$ cat config.mk
export PLATFORM = sky130hd
export DESIGN_NAME = mainDecode
export DESIGN_NICKNAME = d
export VERILOG_FILES = /design/src/logic/rvIsaPkg.sv /design/src/logic/cpuCtrlPkg.sv /design/src/logic/mainDecode.sv
export SDC_FILE = /design/constraint.sdc
export NUM_CORES = 1
export LEC_CHECK = 0
export ABC_CLOCK_PERIOD_IN_PS = 2200
export BUFFER_PORTS_ARGS = -buffer_cell sky130_fd_sc_hd__buf_2
export CAP_MARGIN = 20
export CORE_MARGIN = 2
export CORE_UTILIZATION = 28
export DETAILED_ROUTE_END_ITERATION = 8
export PLACE_DENSITY_LB_ADDON = 0.2
export SLEW_MARGIN = 20
export SYNTH_ARGS = -nofsm -noshare
export SYNTH_HDL_FRONTEND = slang
export SYNTH_SLANG_ARGS = --single-unit
$ cat constraint.sdc
create_clock -name vclk -period 2.2
set_input_delay 0.44 -clock vclk [all_inputs]
set_output_delay 0.44 -clock vclk [all_outputs]
set_load 0.005 [all_outputs]
$ cat src/logic/rvIsaPkg.sv
`default_nettype none

package rvIsaPkg;

    typedef logic [31:0] wordT;    // Data or instruction word
    typedef logic [4:0]  regAddrT; // Register index
    typedef logic [6:0]  opcodeT;
    typedef logic [2:0]  funct3T;

    // Major opcodes of the supported subset
    localparam opcodeT OpReg   = 7'b0110011;
    localparam opcodeT OpImm   = 7'b0010011;
    localparam opcodeT OpLoad  = 7'b0000011;
    localparam opcodeT OpStore = 7'b0100011;

    // funct3 codes for the ALU functions
    localparam funct3T F3AddSub = 3'b000;
    localparam funct3T F3Sll    = 3'b001;
    localparam funct3T F3Slt    = 3'b010;
    localparam funct3T F3Xor    = 3'b100;
    localparam funct3T F3Srl    = 3'b101;
    localparam funct3T F3Or     = 3'b110;
    localparam funct3T F3And    = 3'b111;

    // funct7 bit that turns add into sub and srl into sra
    localparam int Funct7AltBit = 30;

endpackage

`default_nettype wire

$ cat src/logic/cpuCtrlPkg.sv
`default_nettype none

package cpuCtrlPkg;
    import rvIsaPkg::*;

    typedef enum logic [2:0] {
        AluAdd,
        AluSub,
        AluAnd,
        AluOr,
        AluXor,
        AluSlt,
        AluSll,
        AluSrl
    } aluOpT;

    typedef struct packed {
        logic  regWrite;
        logic  aluSrc;   // Immediate as second operand
        logic  memWrite;
        logic  memToReg;
        aluOpT aluOp;
    } ctrlT;

    typedef struct packed {
        regAddrT rs1;
        regAddrT rs2;
        regAddrT rd;
        wordT    imm; // Sign extended
    } decodedT;

endpackage

`default_nettype wire

$ cat src/logic/mainDecode.sv
`timescale 1ns/1ps
`default_nettype none

module mainDecode import rvIsaPkg::*; import cpuCtrlPkg::*; (
    input  wire     RST,
    input  wordT    inst,
    output decodedT dec,
    output ctrlT    ctrl
);

    opcodeT opcode;
    funct3T funct3;
    logic   alt; // Bit 30 selects sub

    assign opcode = inst[6:0];
    assign funct3 = inst[14:12];
    assign alt    = inst[Funct7AltBit];

    assign dec.rs1 = inst[19:15];
    assign dec.rs2 = inst[24:20];
    assign dec.rd  = inst[11:7];

    always_comb begin
        case (opcode)
            OpImm, OpLoad: dec.imm = {{20{inst[31]}}, inst[31:20]};
            OpStore:       dec.imm = {{20{inst[31]}}, inst[31:25], inst[11:7]};
            default:       dec.imm = '0;
        endcase
    end

    always_comb begin
        ctrl = '0;
        case (opcode)
            OpReg: begin
                ctrl.regWrite = 1'b1;
                case (funct3)
                    F3AddSub: ctrl.aluOp = alt ? AluSub : AluAdd;
                    F3Sll:    ctrl.aluOp = AluSll;
                    F3Slt:    ctrl.aluOp = AluSlt;
                    F3Xor:    ctrl.aluOp = AluXor;
                    F3Srl:    begin
                        ctrl.aluOp    = AluSrl;
                        ctrl.regWrite = !alt; // No sra
                    end
                    F3Or:     ctrl.aluOp = AluOr;
                    F3And:    ctrl.aluOp = AluAnd;
                    default:  ctrl.regWrite = 1'b0;
                endcase
            end
            OpImm: begin
                ctrl.regWrite = 1'b1;
                ctrl.aluSrc   = 1'b1;
                case (funct3)
                    F3AddSub: ctrl.aluOp = AluAdd;
                    F3Slt:    ctrl.aluOp = AluSlt;
                    F3Xor:    ctrl.aluOp = AluXor;
                    F3Or:     ctrl.aluOp = AluOr;
                    F3And:    ctrl.aluOp = AluAnd;
                    default:  ctrl = '0; // Immediate shifts retire as no-op
                endcase
            end
            OpLoad: begin
                ctrl.regWrite = 1'b1;
                ctrl.aluSrc   = 1'b1;
                ctrl.memToReg = 1'b1;
            end
            OpStore: begin
                ctrl.aluSrc   = 1'b1;
                ctrl.memWrite = 1'b1;
            end
            default: ctrl = '0;
        endcase
        // Nothing retires while the program is being loaded
        if (RST) begin
            ctrl = '0;
        end
    end

endmodule

`default_nettype wire

==> impl_metrics.toml, run 1 <==
[status]
run_status = "complete, no violations"

[yosys]
yosys.area_share.simple_pct = 35.34
yosys-top-cells-count = "sky130_fd_sc_hd__buf_4, sky130_fd_sc_hd__a21oi_1, sky130_fd_sc_hd__and2_1, sky130_fd_sc_hd__nor2b_1, sky130_fd_sc_hd__nor2_1"
synth-adder-area-share_pct = 0
netlist_instances = 85
post_synth_mux_area_share_pct = 1.724
synth-seq-area-share_pct = 0
synth_cell_types = 24
yosys.cell_count.top_type = "sky130_fd_sc_hd__buf_4"
synth_fp_nets = 118
yosys.area_share.xor_xnor_pct = 0
synth.area.top_cells = "sky130_fd_sc_hd__buf_4, sky130_fd_sc_hd__and2_1, sky130_fd_sc_hd__nor2b_1"
syn_area_um2 = 580.6
synth_warnings = 0
post-synth-top-area-cell = "sky130_fd_sc_hd__buf_4"
dominant_combinational_cell_family_by_area_after_synthesis = "buffers and inverters"
area_fraction_in_compound_gates_after_synthesis_pct = 16.81
postSynthAreaPerCell_um2 = 6.830
netlist.area_leader.share_pct = 45.26

[route]
drt_first_pass_iters = 2
post_drt_via_cell_ratio = 4.186
drt_first_iter_violations = 5
post_drt_wl_per_cell_um = 9.282
drt_wirelength_mm = 1.448
num_vias = 653
drt_drc_violations_left = 0
drtAntennaViolNets = 0

[sta]
peak_clock_frequency_supported_by_timing_ghz = 0.4988
slew_headroom_pct = 73.74
layout_setup_ws_ns = 0.1952
report.final.setup_viol = 0
min_period_ns = 2.005
max_slew.worst_pin.slew_ns = 0.3931
slew_viol_final = 0
hold_viol_final = 0
rsz0062_at_grt = "false"
fin_crit_sh_pct = 91.13
fin_setup_tns_ns = 0

[finish]
area_growth_syn_to_layout_pct = 32.11
final_util_pct = 39.09
seq_area_um2 = 0
nFillCells = 239
drive_gt1_share_pct = 64.34
insertedDiodeCount = 0
nets = 164
nClkBuffers = 0
nFlopsAndLatches = 0

[floorplanning]
placementRows = 16
core_area_um2 = 1962
floorplan.io_pins = 87
initial_utilization_pct = 29.59
die_w_um = 49.54
die_area_um2 = 2454
floorplan.die.height_um = 49.54

[setup_path]
crit_path_top_delay_cell = "sky130_fd_sc_hd__a2111oi_4"
critical-path-top-cell-by-count = "sky130_fd_sc_hd__buf_2"
worstPathRequired_ns = 1.76
worst-endpoint-arrival_ns = 1.56
timing.critical_path.from_type = "input pin"
path_class = "input pin to primary output"
cp-end-kind = "primary output"
worstPathCellList = "buf_2 > or2_4 > a2111oi_4 > and2_1 > buf_12 > buf_2"
worstPathMaxFanout = 21
critical-path-max-stage-delay_ns = 0.29

[pwr]
switching_power_summed_over_all_nets_w = 0.00003829
power.clock.fraction_pct = 0
cell_internal_pwr_w = 0.00004421
seqPwrFrac_pct = 0
vdd_ir_drop_max_v = 0.00004822
netSwitchingFraction_pct = 46.41
powerDensity_nw_per_um2 = 107.6
combinationalPowerShare_pct = 100.0
p_leak_nw = 0.4837

[global_routing]
pin_count_of_the_biggest_net_entering_global_routing = 22
grt_usage_pct = 10.61
global_route_wire_length_before_repair_mm = 2.256
antenna_found_initial = 0
total_overflow_reported_by_the_global_router = 0
grt_pass1_vias = 549

[hold_path]
min_delay_worst_endpoint = "dec[44]"
min_from = "inst[17]"
worst_hold_path_type = "input pin to primary output"
worstHoldPathCells = 0

[placement]
detailedPlace.worstSlack_ns = 0.1734
io_buffers = 77
globalplace.congestion = 0.6855
hpwlAfterDp_mm = 1.312

[clock_tree]
postCtsHoldBufs = 0
postCtsSetupRepairBufs = 0
cts_repair_resize_count = 0

[job]
cap_viol_max_count = 0
layout by cell type (no fill, tap or decap):
cell | synthesis | layout
sky130_fd_sc_hd__a211oi_1 | 1 | 1
sky130_fd_sc_hd__nand2b_1 | 1 | 1
sky130_fd_sc_hd__buf_12 | 0 | 1
sky130_fd_sc_hd__nor4bb_1 | 1 | 1
sky130_fd_sc_hd__buf_2 | 1 | 77
sky130_fd_sc_hd__o22a_1 | 1 | 1
sky130_fd_sc_hd__nor4_1 | 1 | 1
sky130_fd_sc_hd__a2111oi_4 | 1 | 1
sky130_fd_sc_hd__or2_4 | 1 | 1
sky130_fd_sc_hd__a21oi_1 | 8 | 8
sky130_fd_sc_hd__a31oi_1 | 1 | 1
sky130_fd_sc_hd__nor3b_1 | 1 | 1
sky130_fd_sc_hd__buf_4 | 35 | 2
sky130_fd_sc_hd__and2_1 | 7 | 7
sky130_fd_sc_hd__nor2b_1 | 7 | 7
sky130_fd_sc_hd__nor3_1 | 1 | 1
sky130_fd_sc_hd__nand3b_1 | 1 | 1
sky130_fd_sc_hd__and3_1 | 1 | 1
sky130_fd_sc_hd__nand2_1 | 4 | 4
sky130_fd_sc_hd__nor2_1 | 6 | 6
sky130_fd_sc_hd__nand3_1 | 1 | 1
sky130_fd_sc_hd__nand4_1 | 1 | 1
sky130_fd_sc_hd__or3_4 | 1 | 1
sky130_fd_sc_hd__a21o_1 | 1 | 1
sky130_fd_sc_hd__mux2i_1 | 1 | 1
metal layers:
layer | wire [um] | global-route usage [%] | vias up
li1 | - | - | 339
met1 | 497 | 11.54 | 277
met2 | 773 | 22.00 | 37
met3 | 177 | 1.818 | 0
met4 | 0 | 0 | 0
met5 | 0 | 0 | -
area by class of cell:
class	instances	area, um^2	share of cell area [%]
tap	27	33.78	4.405
multi-input combinational	49	312.8	40.78
timing repair buffer	80	420.4	54.81
worst max-delay path by stage:
stage | start | to | slack, ns | cells past startpoint
finish | inst[6] | dec[23] | 0.20 | 6
global route | inst[6] | dec[26] | 0.12 | 6
floorplan | inst[6] | dec[12] | 0.02 | 4
global placement | inst[6] | dec[20] | 0.21 | 6
detailed placement | inst[6] | dec[16] | 0.17 | 6
CTS | inst[6] | dec[16] | 0.17 | 6
worst max-delay path: cells and delay by family:
kind | cells | cell delay (ns)
simple gates | 2 | 0.47
buf+inv | 3 | 0.36
compound gates | 1 | 0.29
metrics by stage:
step                total power (W)  instances  cell area (um^2)  hold WS (ns)
finish                   0.00008249        156             767.0        0.8800
global route             0.00009218        156             767.0        0.8800
CTS                      0.00008380        156             767.0        0.8800
detailed placement       0.00008361        156             767.0        0.8800
global placement         0.00008218        156             767.0        0.8800
floorplan                0.00005501         85             580.6        0.9130
kinds of logic (layout without fill, tap and decap cells):
group                  Yosys count  after routing
buffers and inverters           36             80
and+or+nand+nor                 35             35
muxes                            1              1
AOI/OAI and AO/OA               13             13
power groups by stage:
stage / Combinational (W) / Clock (W) / Sequential (W)
after floorplan: 0.0000550 / 0 / 0
after global placement: 0.0000822 / 0 / 0
after detailed placement: 0.0000836 / 0 / 0
after CTS: 0.0000838 / 0 / 0
after global routing: 0.0000922 / 0 / 0
final: 0.0000825 / 0 / 0
Power figures use the tool's default switching activity.
==> run 2: changes to the inputs <==
--- a/config.mk
+++ b/config.mk
@@ -5,11 +5,12 @@
 export SDC_FILE = /design/constraint.sdc
 export NUM_CORES = 1
 export LEC_CHECK = 0
+export ABC_AREA = 1
 export ABC_CLOCK_PERIOD_IN_PS = 2200
 export BUFFER_PORTS_ARGS = -buffer_cell sky130_fd_sc_hd__buf_2
-export CAP_MARGIN = 20
-export CORE_MARGIN = 2
-export CORE_UTILIZATION = 28
+export CAP_MARGIN = 5
+export CORE_MARGIN = 1
+export CORE_UTILIZATION = 30
 export DETAILED_ROUTE_END_ITERATION = 8
 export PLACE_DENSITY_LB_ADDON = 0.2
 export SLEW_MARGIN = 20
==> run 2 against run 1 <==
  * Hold slack unchanged
  * Combinational power up 3.4%
  * Non-clock buffer count down 2
  * Synthesized area up 17%
  * Count of clock-buffer cells in the layout unchanged
  * Sequential cell count unchanged
  * Critical path depth up 2
  * Routed wire length up 17%
  * Highest routed layer is now met4
==> impl_metrics.toml, run 2 <==
[floorplanning]
die_area_um2 = 2450
core_area_um2 = 2042
floorplan.die.height_um = 49.50
placementRows = 16
die_w_um = 49.50
floorplan.io_pins = 87
initial_utilization_pct = 33.15

[yosys]
yosys.cell_count.top_type = "sky130_fd_sc_hd__buf_4"
post-synth-top-area-cell = "sky130_fd_sc_hd__buf_4"
synth_cell_types = 14
postSynthAreaPerCell_um2 = 5.459
netlist_instances = 124
yosys-top-cells-count = "sky130_fd_sc_hd__buf_4, sky130_fd_sc_hd__nand2_1, sky130_fd_sc_hd__inv_1, sky130_fd_sc_hd__nor2_1, sky130_fd_sc_hd__nand3_1"
synth_fp_nets = 157
syn_area_um2 = 676.9
synth_warnings = 0
synth-seq-area-share_pct = 0
netlist.area_leader.share_pct = 38.82
synth.area.top_cells = "sky130_fd_sc_hd__buf_4, sky130_fd_sc_hd__nand2_1, sky130_fd_sc_hd__nand3_1"

[sta]
slew_viol_final = 0
slew_headroom_pct = 86.08
rsz0062_at_grt = "false"
report.final.setup_viol = 0
fin_setup_tns_ns = 0
min_period_ns = 1.940
peak_clock_frequency_supported_by_timing_ghz = 0.5154
max_slew.worst_pin.slew_ns = 0.2082
layout_setup_ws_ns = 0.2598
fin_crit_sh_pct = 88.19
hold_viol_final = 0

[route]
post_drt_wl_per_cell_um = 8.711
drtAntennaViolNets = 0
drt_first_pass_iters = 5
drt_first_iter_violations = 15
num_vias = 818
drt_wirelength_mm = 1.690
post_drt_via_cell_ratio = 4.216
drt_drc_violations_left = 0

[hold_path]
worst_hold_path_type = "input pin to primary output"
worstHoldPathCells = 0

[setup_path]
timing.critical_path.max_delay_family = "buffers and inverters"
worstPathMaxFanout = 21
worstPathCellList = "buf_2 > inv_1 > nand2_1 > nor2_4 > nand2_2 > a21boi_2 > buf_4 > buf_2"
worstPathRequired_ns = 1.76
critical-path-max-stage-delay_ns = 0.19
cp.depth = 8
path_class = "input pin to primary output"
crit_path_top_delay_cell = "sky130_fd_sc_hd__nor2_4"
worst-endpoint-arrival_ns = 1.50
cp_num_buf_inv = 4
critical-path-top-cell-by-count = "sky130_fd_sc_hd__buf_2"
cp-end-kind = "primary output"
timing.critical_path.from_type = "input pin"

[pwr]
switching_power_summed_over_all_nets_w = 0.00004577
cell_internal_pwr_w = 0.00003956
combinationalPowerShare_pct = 100.0
p_leak_nw = 0.5951
netSwitchingFraction_pct = 53.64
power.clock.fraction_pct = 0
vdd_ir_drop_max_v = 0.00004891
seqPwrFrac_pct = 0
powerDensity_nw_per_um2 = 101.0

[placement]
placed_cell_area_um2 = 844.6
io_buffers = 77
detailedPlace.worstSlack_ns = 0.2421
globalplace.congestion = 0.7777
hpwlAfterDp_mm = 1.465

[finish]
commonest_non_fill_non_tap_cell_in_the_layout = "sky130_fd_sc_hd__buf_2"
final_cell_area_excluding_filler_cells_um2 = 844.6
seq_area_um2 = 0
final_util_pct = 41.36
nFlopsAndLatches = 0
insertedDiodeCount = 0
nClkBuffers = 0
nets = 202
drive_gt1_share_pct = 52.69
commonest_non_fill_non_tap_cells_in_the_layout = "sky130_fd_sc_hd__buf_2, sky130_fd_sc_hd__nand2_1, sky130_fd_sc_hd__inv_1, sky130_fd_sc_hd__nor2_1, sky130_fd_sc_hd__nand3_1"
area_growth_syn_to_layout_pct = 24.77

[global_routing]
global_route_wire_length_before_repair_mm = 2.449
grt_pass1_vias = 569
total_overflow_reported_by_the_global_router = 0
grt.busiest_layer = "met2"
pin_count_of_the_biggest_net_entering_global_routing = 22
antenna_found_initial = 0
globalRouteMet2Util_pct = 19.63
use_met1_pct = 16.51
grt_util_met3_pct = 1.543
grt_usage_pct = 11.80

[status]
run_status = "complete, no violations"

[clock_tree]
postCtsSetupRepairBufs = 0
postCtsHoldBufs = 0
cts_repair_resize_count = 0

[job]
cap_viol_max_count = 0
[run 2: logic make-up (layout without fill, tap and decap cells)]
| group | Yosys count | after routing | share of synthesized area, % |
|---|---|---|---|
| buffers and inverters | 49 | 92 | 46.58 |
| AND/OR/NAND/NOR | 59 | 59 | 39.37 |
| AO/OA/AOI/OAI | 16 | 16 | 14.05 |
[run 2: worst paths after layout]
kind                      from      end
worst max-delay path   inst[2]  dec[23]
worst min-delay path  inst[17]  dec[44]
[run 2: area by class of cell]
type,count,area (um^2)
inverters,14,52.55
well taps,27,33.78
repair buffers,78,392.9
multi-input cells,75,365.4
fillers,227,1197
[run 2: through the flow]
| step | hold WS [ns] | total power [W] | std cells |
|---|---|---|---|
| 2_1_floorplan | 0.9076 | 0.00005714 | 124 |
| 3_3_place_gp | 0.8800 | 0.00008450 | 194 |
| 3_5_place_dp | 0.8800 | 0.00008548 | 194 |
| 4_1_cts | 0.8800 | 0.00008572 | 194 |
| 5_1_grt | 0.8800 | 0.00009452 | 194 |
| 6_report | 0.8800 | 0.00008534 | 194 |
[run 2: per-layer routing]
metal / part of all wire (%) / up-vias
met3: 10 / 2
li1: - / 440
met2: 46 / 47
met5: 0 / -
met1: 43 / 329
met4: 0.24 / 0
[run 2: power groups by stage]
stage / Combinational, W / Clock, W / Sequential, W
finish: 0.0000853 / 0 / 0
global route: 0.0000945 / 0 / 0
CTS: 0.0000857 / 0 / 0
detailed placement: 0.0000855 / 0 / 0
global placement: 0.0000845 / 0 / 0
floorplan: 0.0000571 / 0 / 0
==> run 3: changes to the inputs <==
--- a/config.mk
+++ b/config.mk
@@ -5,12 +5,11 @@
 export SDC_FILE = /design/constraint.sdc
 export NUM_CORES = 1
 export LEC_CHECK = 0
-export ABC_AREA = 1
 export ABC_CLOCK_PERIOD_IN_PS = 2200
 export BUFFER_PORTS_ARGS = -buffer_cell sky130_fd_sc_hd__buf_2
 export CAP_MARGIN = 5
 export CORE_MARGIN = 1
-export CORE_UTILIZATION = 30
+export CORE_UTILIZATION = 28
 export DETAILED_ROUTE_END_ITERATION = 8
 export PLACE_DENSITY_LB_ADDON = 0.2
 export SLEW_MARGIN = 20
==> run 3 against run 2 <==
  * Global-route usage fell by 0.96 points
  * Worst setup slack got worse by 0.067 ns
  * First-iteration DRC count fell by 67%
  * Combinational power fell by 3.3%
  * Via count fell by 20%
==> impl_metrics.toml, run 3 (synthesis gave the netlist of run 1 again) <==
[clock_tree]
postCtsSetupRepairBufs = 0
cts_repair_resize_count = 0
postCtsHoldBufs = 0

[sta]
rsz0062_at_grt = "false"
fin_crit_sh_pct = 91.22
max_slew.worst_pin.slew_ns = 0.4190
min_period_ns = 2.007
report.final.setup_viol = 0
fin_setup_tns_ns = 0
slew_viol_final = 0
hold_viol_final = 0
fin_hold_ws_ns = 0.8800
slew_headroom_pct = 72.01
peak_clock_frequency_supported_by_timing_ghz = 0.4983
layout_setup_ws_ns = 0.1931

[route]
drt_drc_violations_left = 0
drt_first_iter_violations = 5
num_vias = 655
drt_wirelength_mm = 1.421
drt_first_pass_iters = 4
post_drt_wl_per_cell_um = 9.109
drtAntennaViolNets = 0
post_drt_via_cell_ratio = 4.199

[finish]
commonest_non_fill_non_tap_cell_in_the_layout = "sky130_fd_sc_hd__buf_2"
nFlopsAndLatches = 0
drive_gt1_share_pct = 64.34
area_growth_syn_to_layout_pct = 29.96
insertedDiodeCount = 0
seq_area_um2 = 0
final_util_pct = 38.46
nFillCells = 246
nets = 164
nClkBuffers = 0
commonest_non_fill_non_tap_cells_in_the_layout = "sky130_fd_sc_hd__buf_2, sky130_fd_sc_hd__a21oi_1, sky130_fd_sc_hd__nor2b_1, sky130_fd_sc_hd__and2_1, sky130_fd_sc_hd__nor2_1"

[setup_path]
worstPathCellList = "buf_2 > or2_4 > a2111oi_4 > and2_1 > buf_4 > buf_2"
worst-endpoint-arrival_ns = 1.57
crit_path_top_delay_cell = "sky130_fd_sc_hd__a2111oi_4"
critical-path-top-cell-by-count = "sky130_fd_sc_hd__buf_2"
worstPathMaxFanout = 21
cp_num_buf_inv = 3
worstSetupStartpoint = "inst[6]"
cp-end-kind = "primary output"
path_class = "input pin to primary output"
worstSetupEndpoint = "dec[31]"
timing.critical_path.from_type = "input pin"
critical-path-max-stage-delay_ns = 0.28
cp.depth = 6
timing.critical_path.max_delay_family = "buffers and inverters"
worstPathRequired_ns = 1.76

[floorplanning]
floorplan.die.height_um = 47.54
initial_utilization_pct = 29.59
die_w_um = 47.54
placementRows = 16
floorplan.io_pins = 87
core_area_um2 = 1962
die_area_um2 = 2260

[pwr]
combinationalPowerShare_pct = 100.0
seqPwrFrac_pct = 0
vdd_ir_drop_max_v = 0.00003527
power.clock.fraction_pct = 0
switching_power_summed_over_all_nets_w = 0.00003867
p_leak_nw = 0.4810
netSwitchingFraction_pct = 46.89
cell_internal_pwr_w = 0.00004380
powerDensity_nw_per_um2 = 109.3
total_power_w = 0.00008247

[global_routing]
antenna_found_initial = 0
grt_usage_pct = 10.85
grt_pass1_vias = 480
pin_count_of_the_biggest_net_entering_global_routing = 22
global_route_wire_length_before_repair_mm = 1.897
total_overflow_reported_by_the_global_router = 0

[job]
cap_viol_max_count = 0

[placement]
hpwlAfterDp_mm = 1.238
globalplace.congestion = 0.6755
detailedPlace.worstSlack_ns = 0.1735
io_buffers = 77

[status]
run_status = "complete, no violations"

[hold_path]
worst_hold_path_type = "input pin to primary output"
## run 3: cell count changes in the layout (fill, tap and decap cells not counted), moves of 5 or more
| cell | before | now |
|---|---|---|
| sky130_fd_sc_hd__nor2b_1 | 0 | 7 |
| sky130_fd_sc_hd__and2_1 | 0 | 7 |
| sky130_fd_sc_hd__nand2_1 | 30 | 4 |
| sky130_fd_sc_hd__inv_1 | 12 | 0 |
| sky130_fd_sc_hd__a21boi_1 | 5 | 0 |
| sky130_fd_sc_hd__nand3_1 | 9 | 1 |
| sky130_fd_sc_hd__nor2_1 | 12 | 6 |
| sky130_fd_sc_hd__o21ai_0 | 5 | 0 |
## run 3: layout make-up
cell class	count	area, um^2	area share (%)
Tap cell	27	33.78	4.478
Timing Repair Buffer	80	407.9	54.06
Multi-Input combinational cell	49	312.8	41.46
## run 3: worst min path at each step
| stage | start | end | slack, ns | cells after the start |
|---|---|---|---|---|
| 3_5_place_dp | inst[16] | dec[43] | 0.88 | 0 |
| 4_1_cts | inst[16] | dec[43] | 0.88 | 0 |
| 3_3_place_gp | inst[16] | dec[43] | 0.88 | 0 |
| 6_report | inst[16] | dec[43] | 0.88 | 0 |
| 5_1_grt | inst[17] | dec[44] | 0.88 | 0 |
| 2_1_floorplan | inst[4] | ctrl[4] | 0.91 | 1 |
## run 3: through the flow
step,instances,area [um^2]
floorplan,85,580.6
global placement,156,754.5
detailed placement,156,754.5
CTS,156,754.5
global route,156,754.5
finish,156,754.5
## run 3: layer usage
layer | GRT usage (%) | part of all wire [%] | up-vias
met4 | 1.111 | 0.35 | 0
li1 | - | - | 338
met1 | 12.67 | 38 | 282
met2 | 22.47 | 52 | 33
met5 | 0 | 0 | -
met3 | 0 | 9.9 | 2
## run 3: power by group through the flow
stage	logic, W	registers (W)	clock network [W]
final	0.0000825	0	0
after global routing	0.0000935	0	0
after CTS	0.0000833	0	0
after detailed placement	0.0000831	0	0
after global placement	0.0000816	0	0
after floorplan	0.0000550	0	0
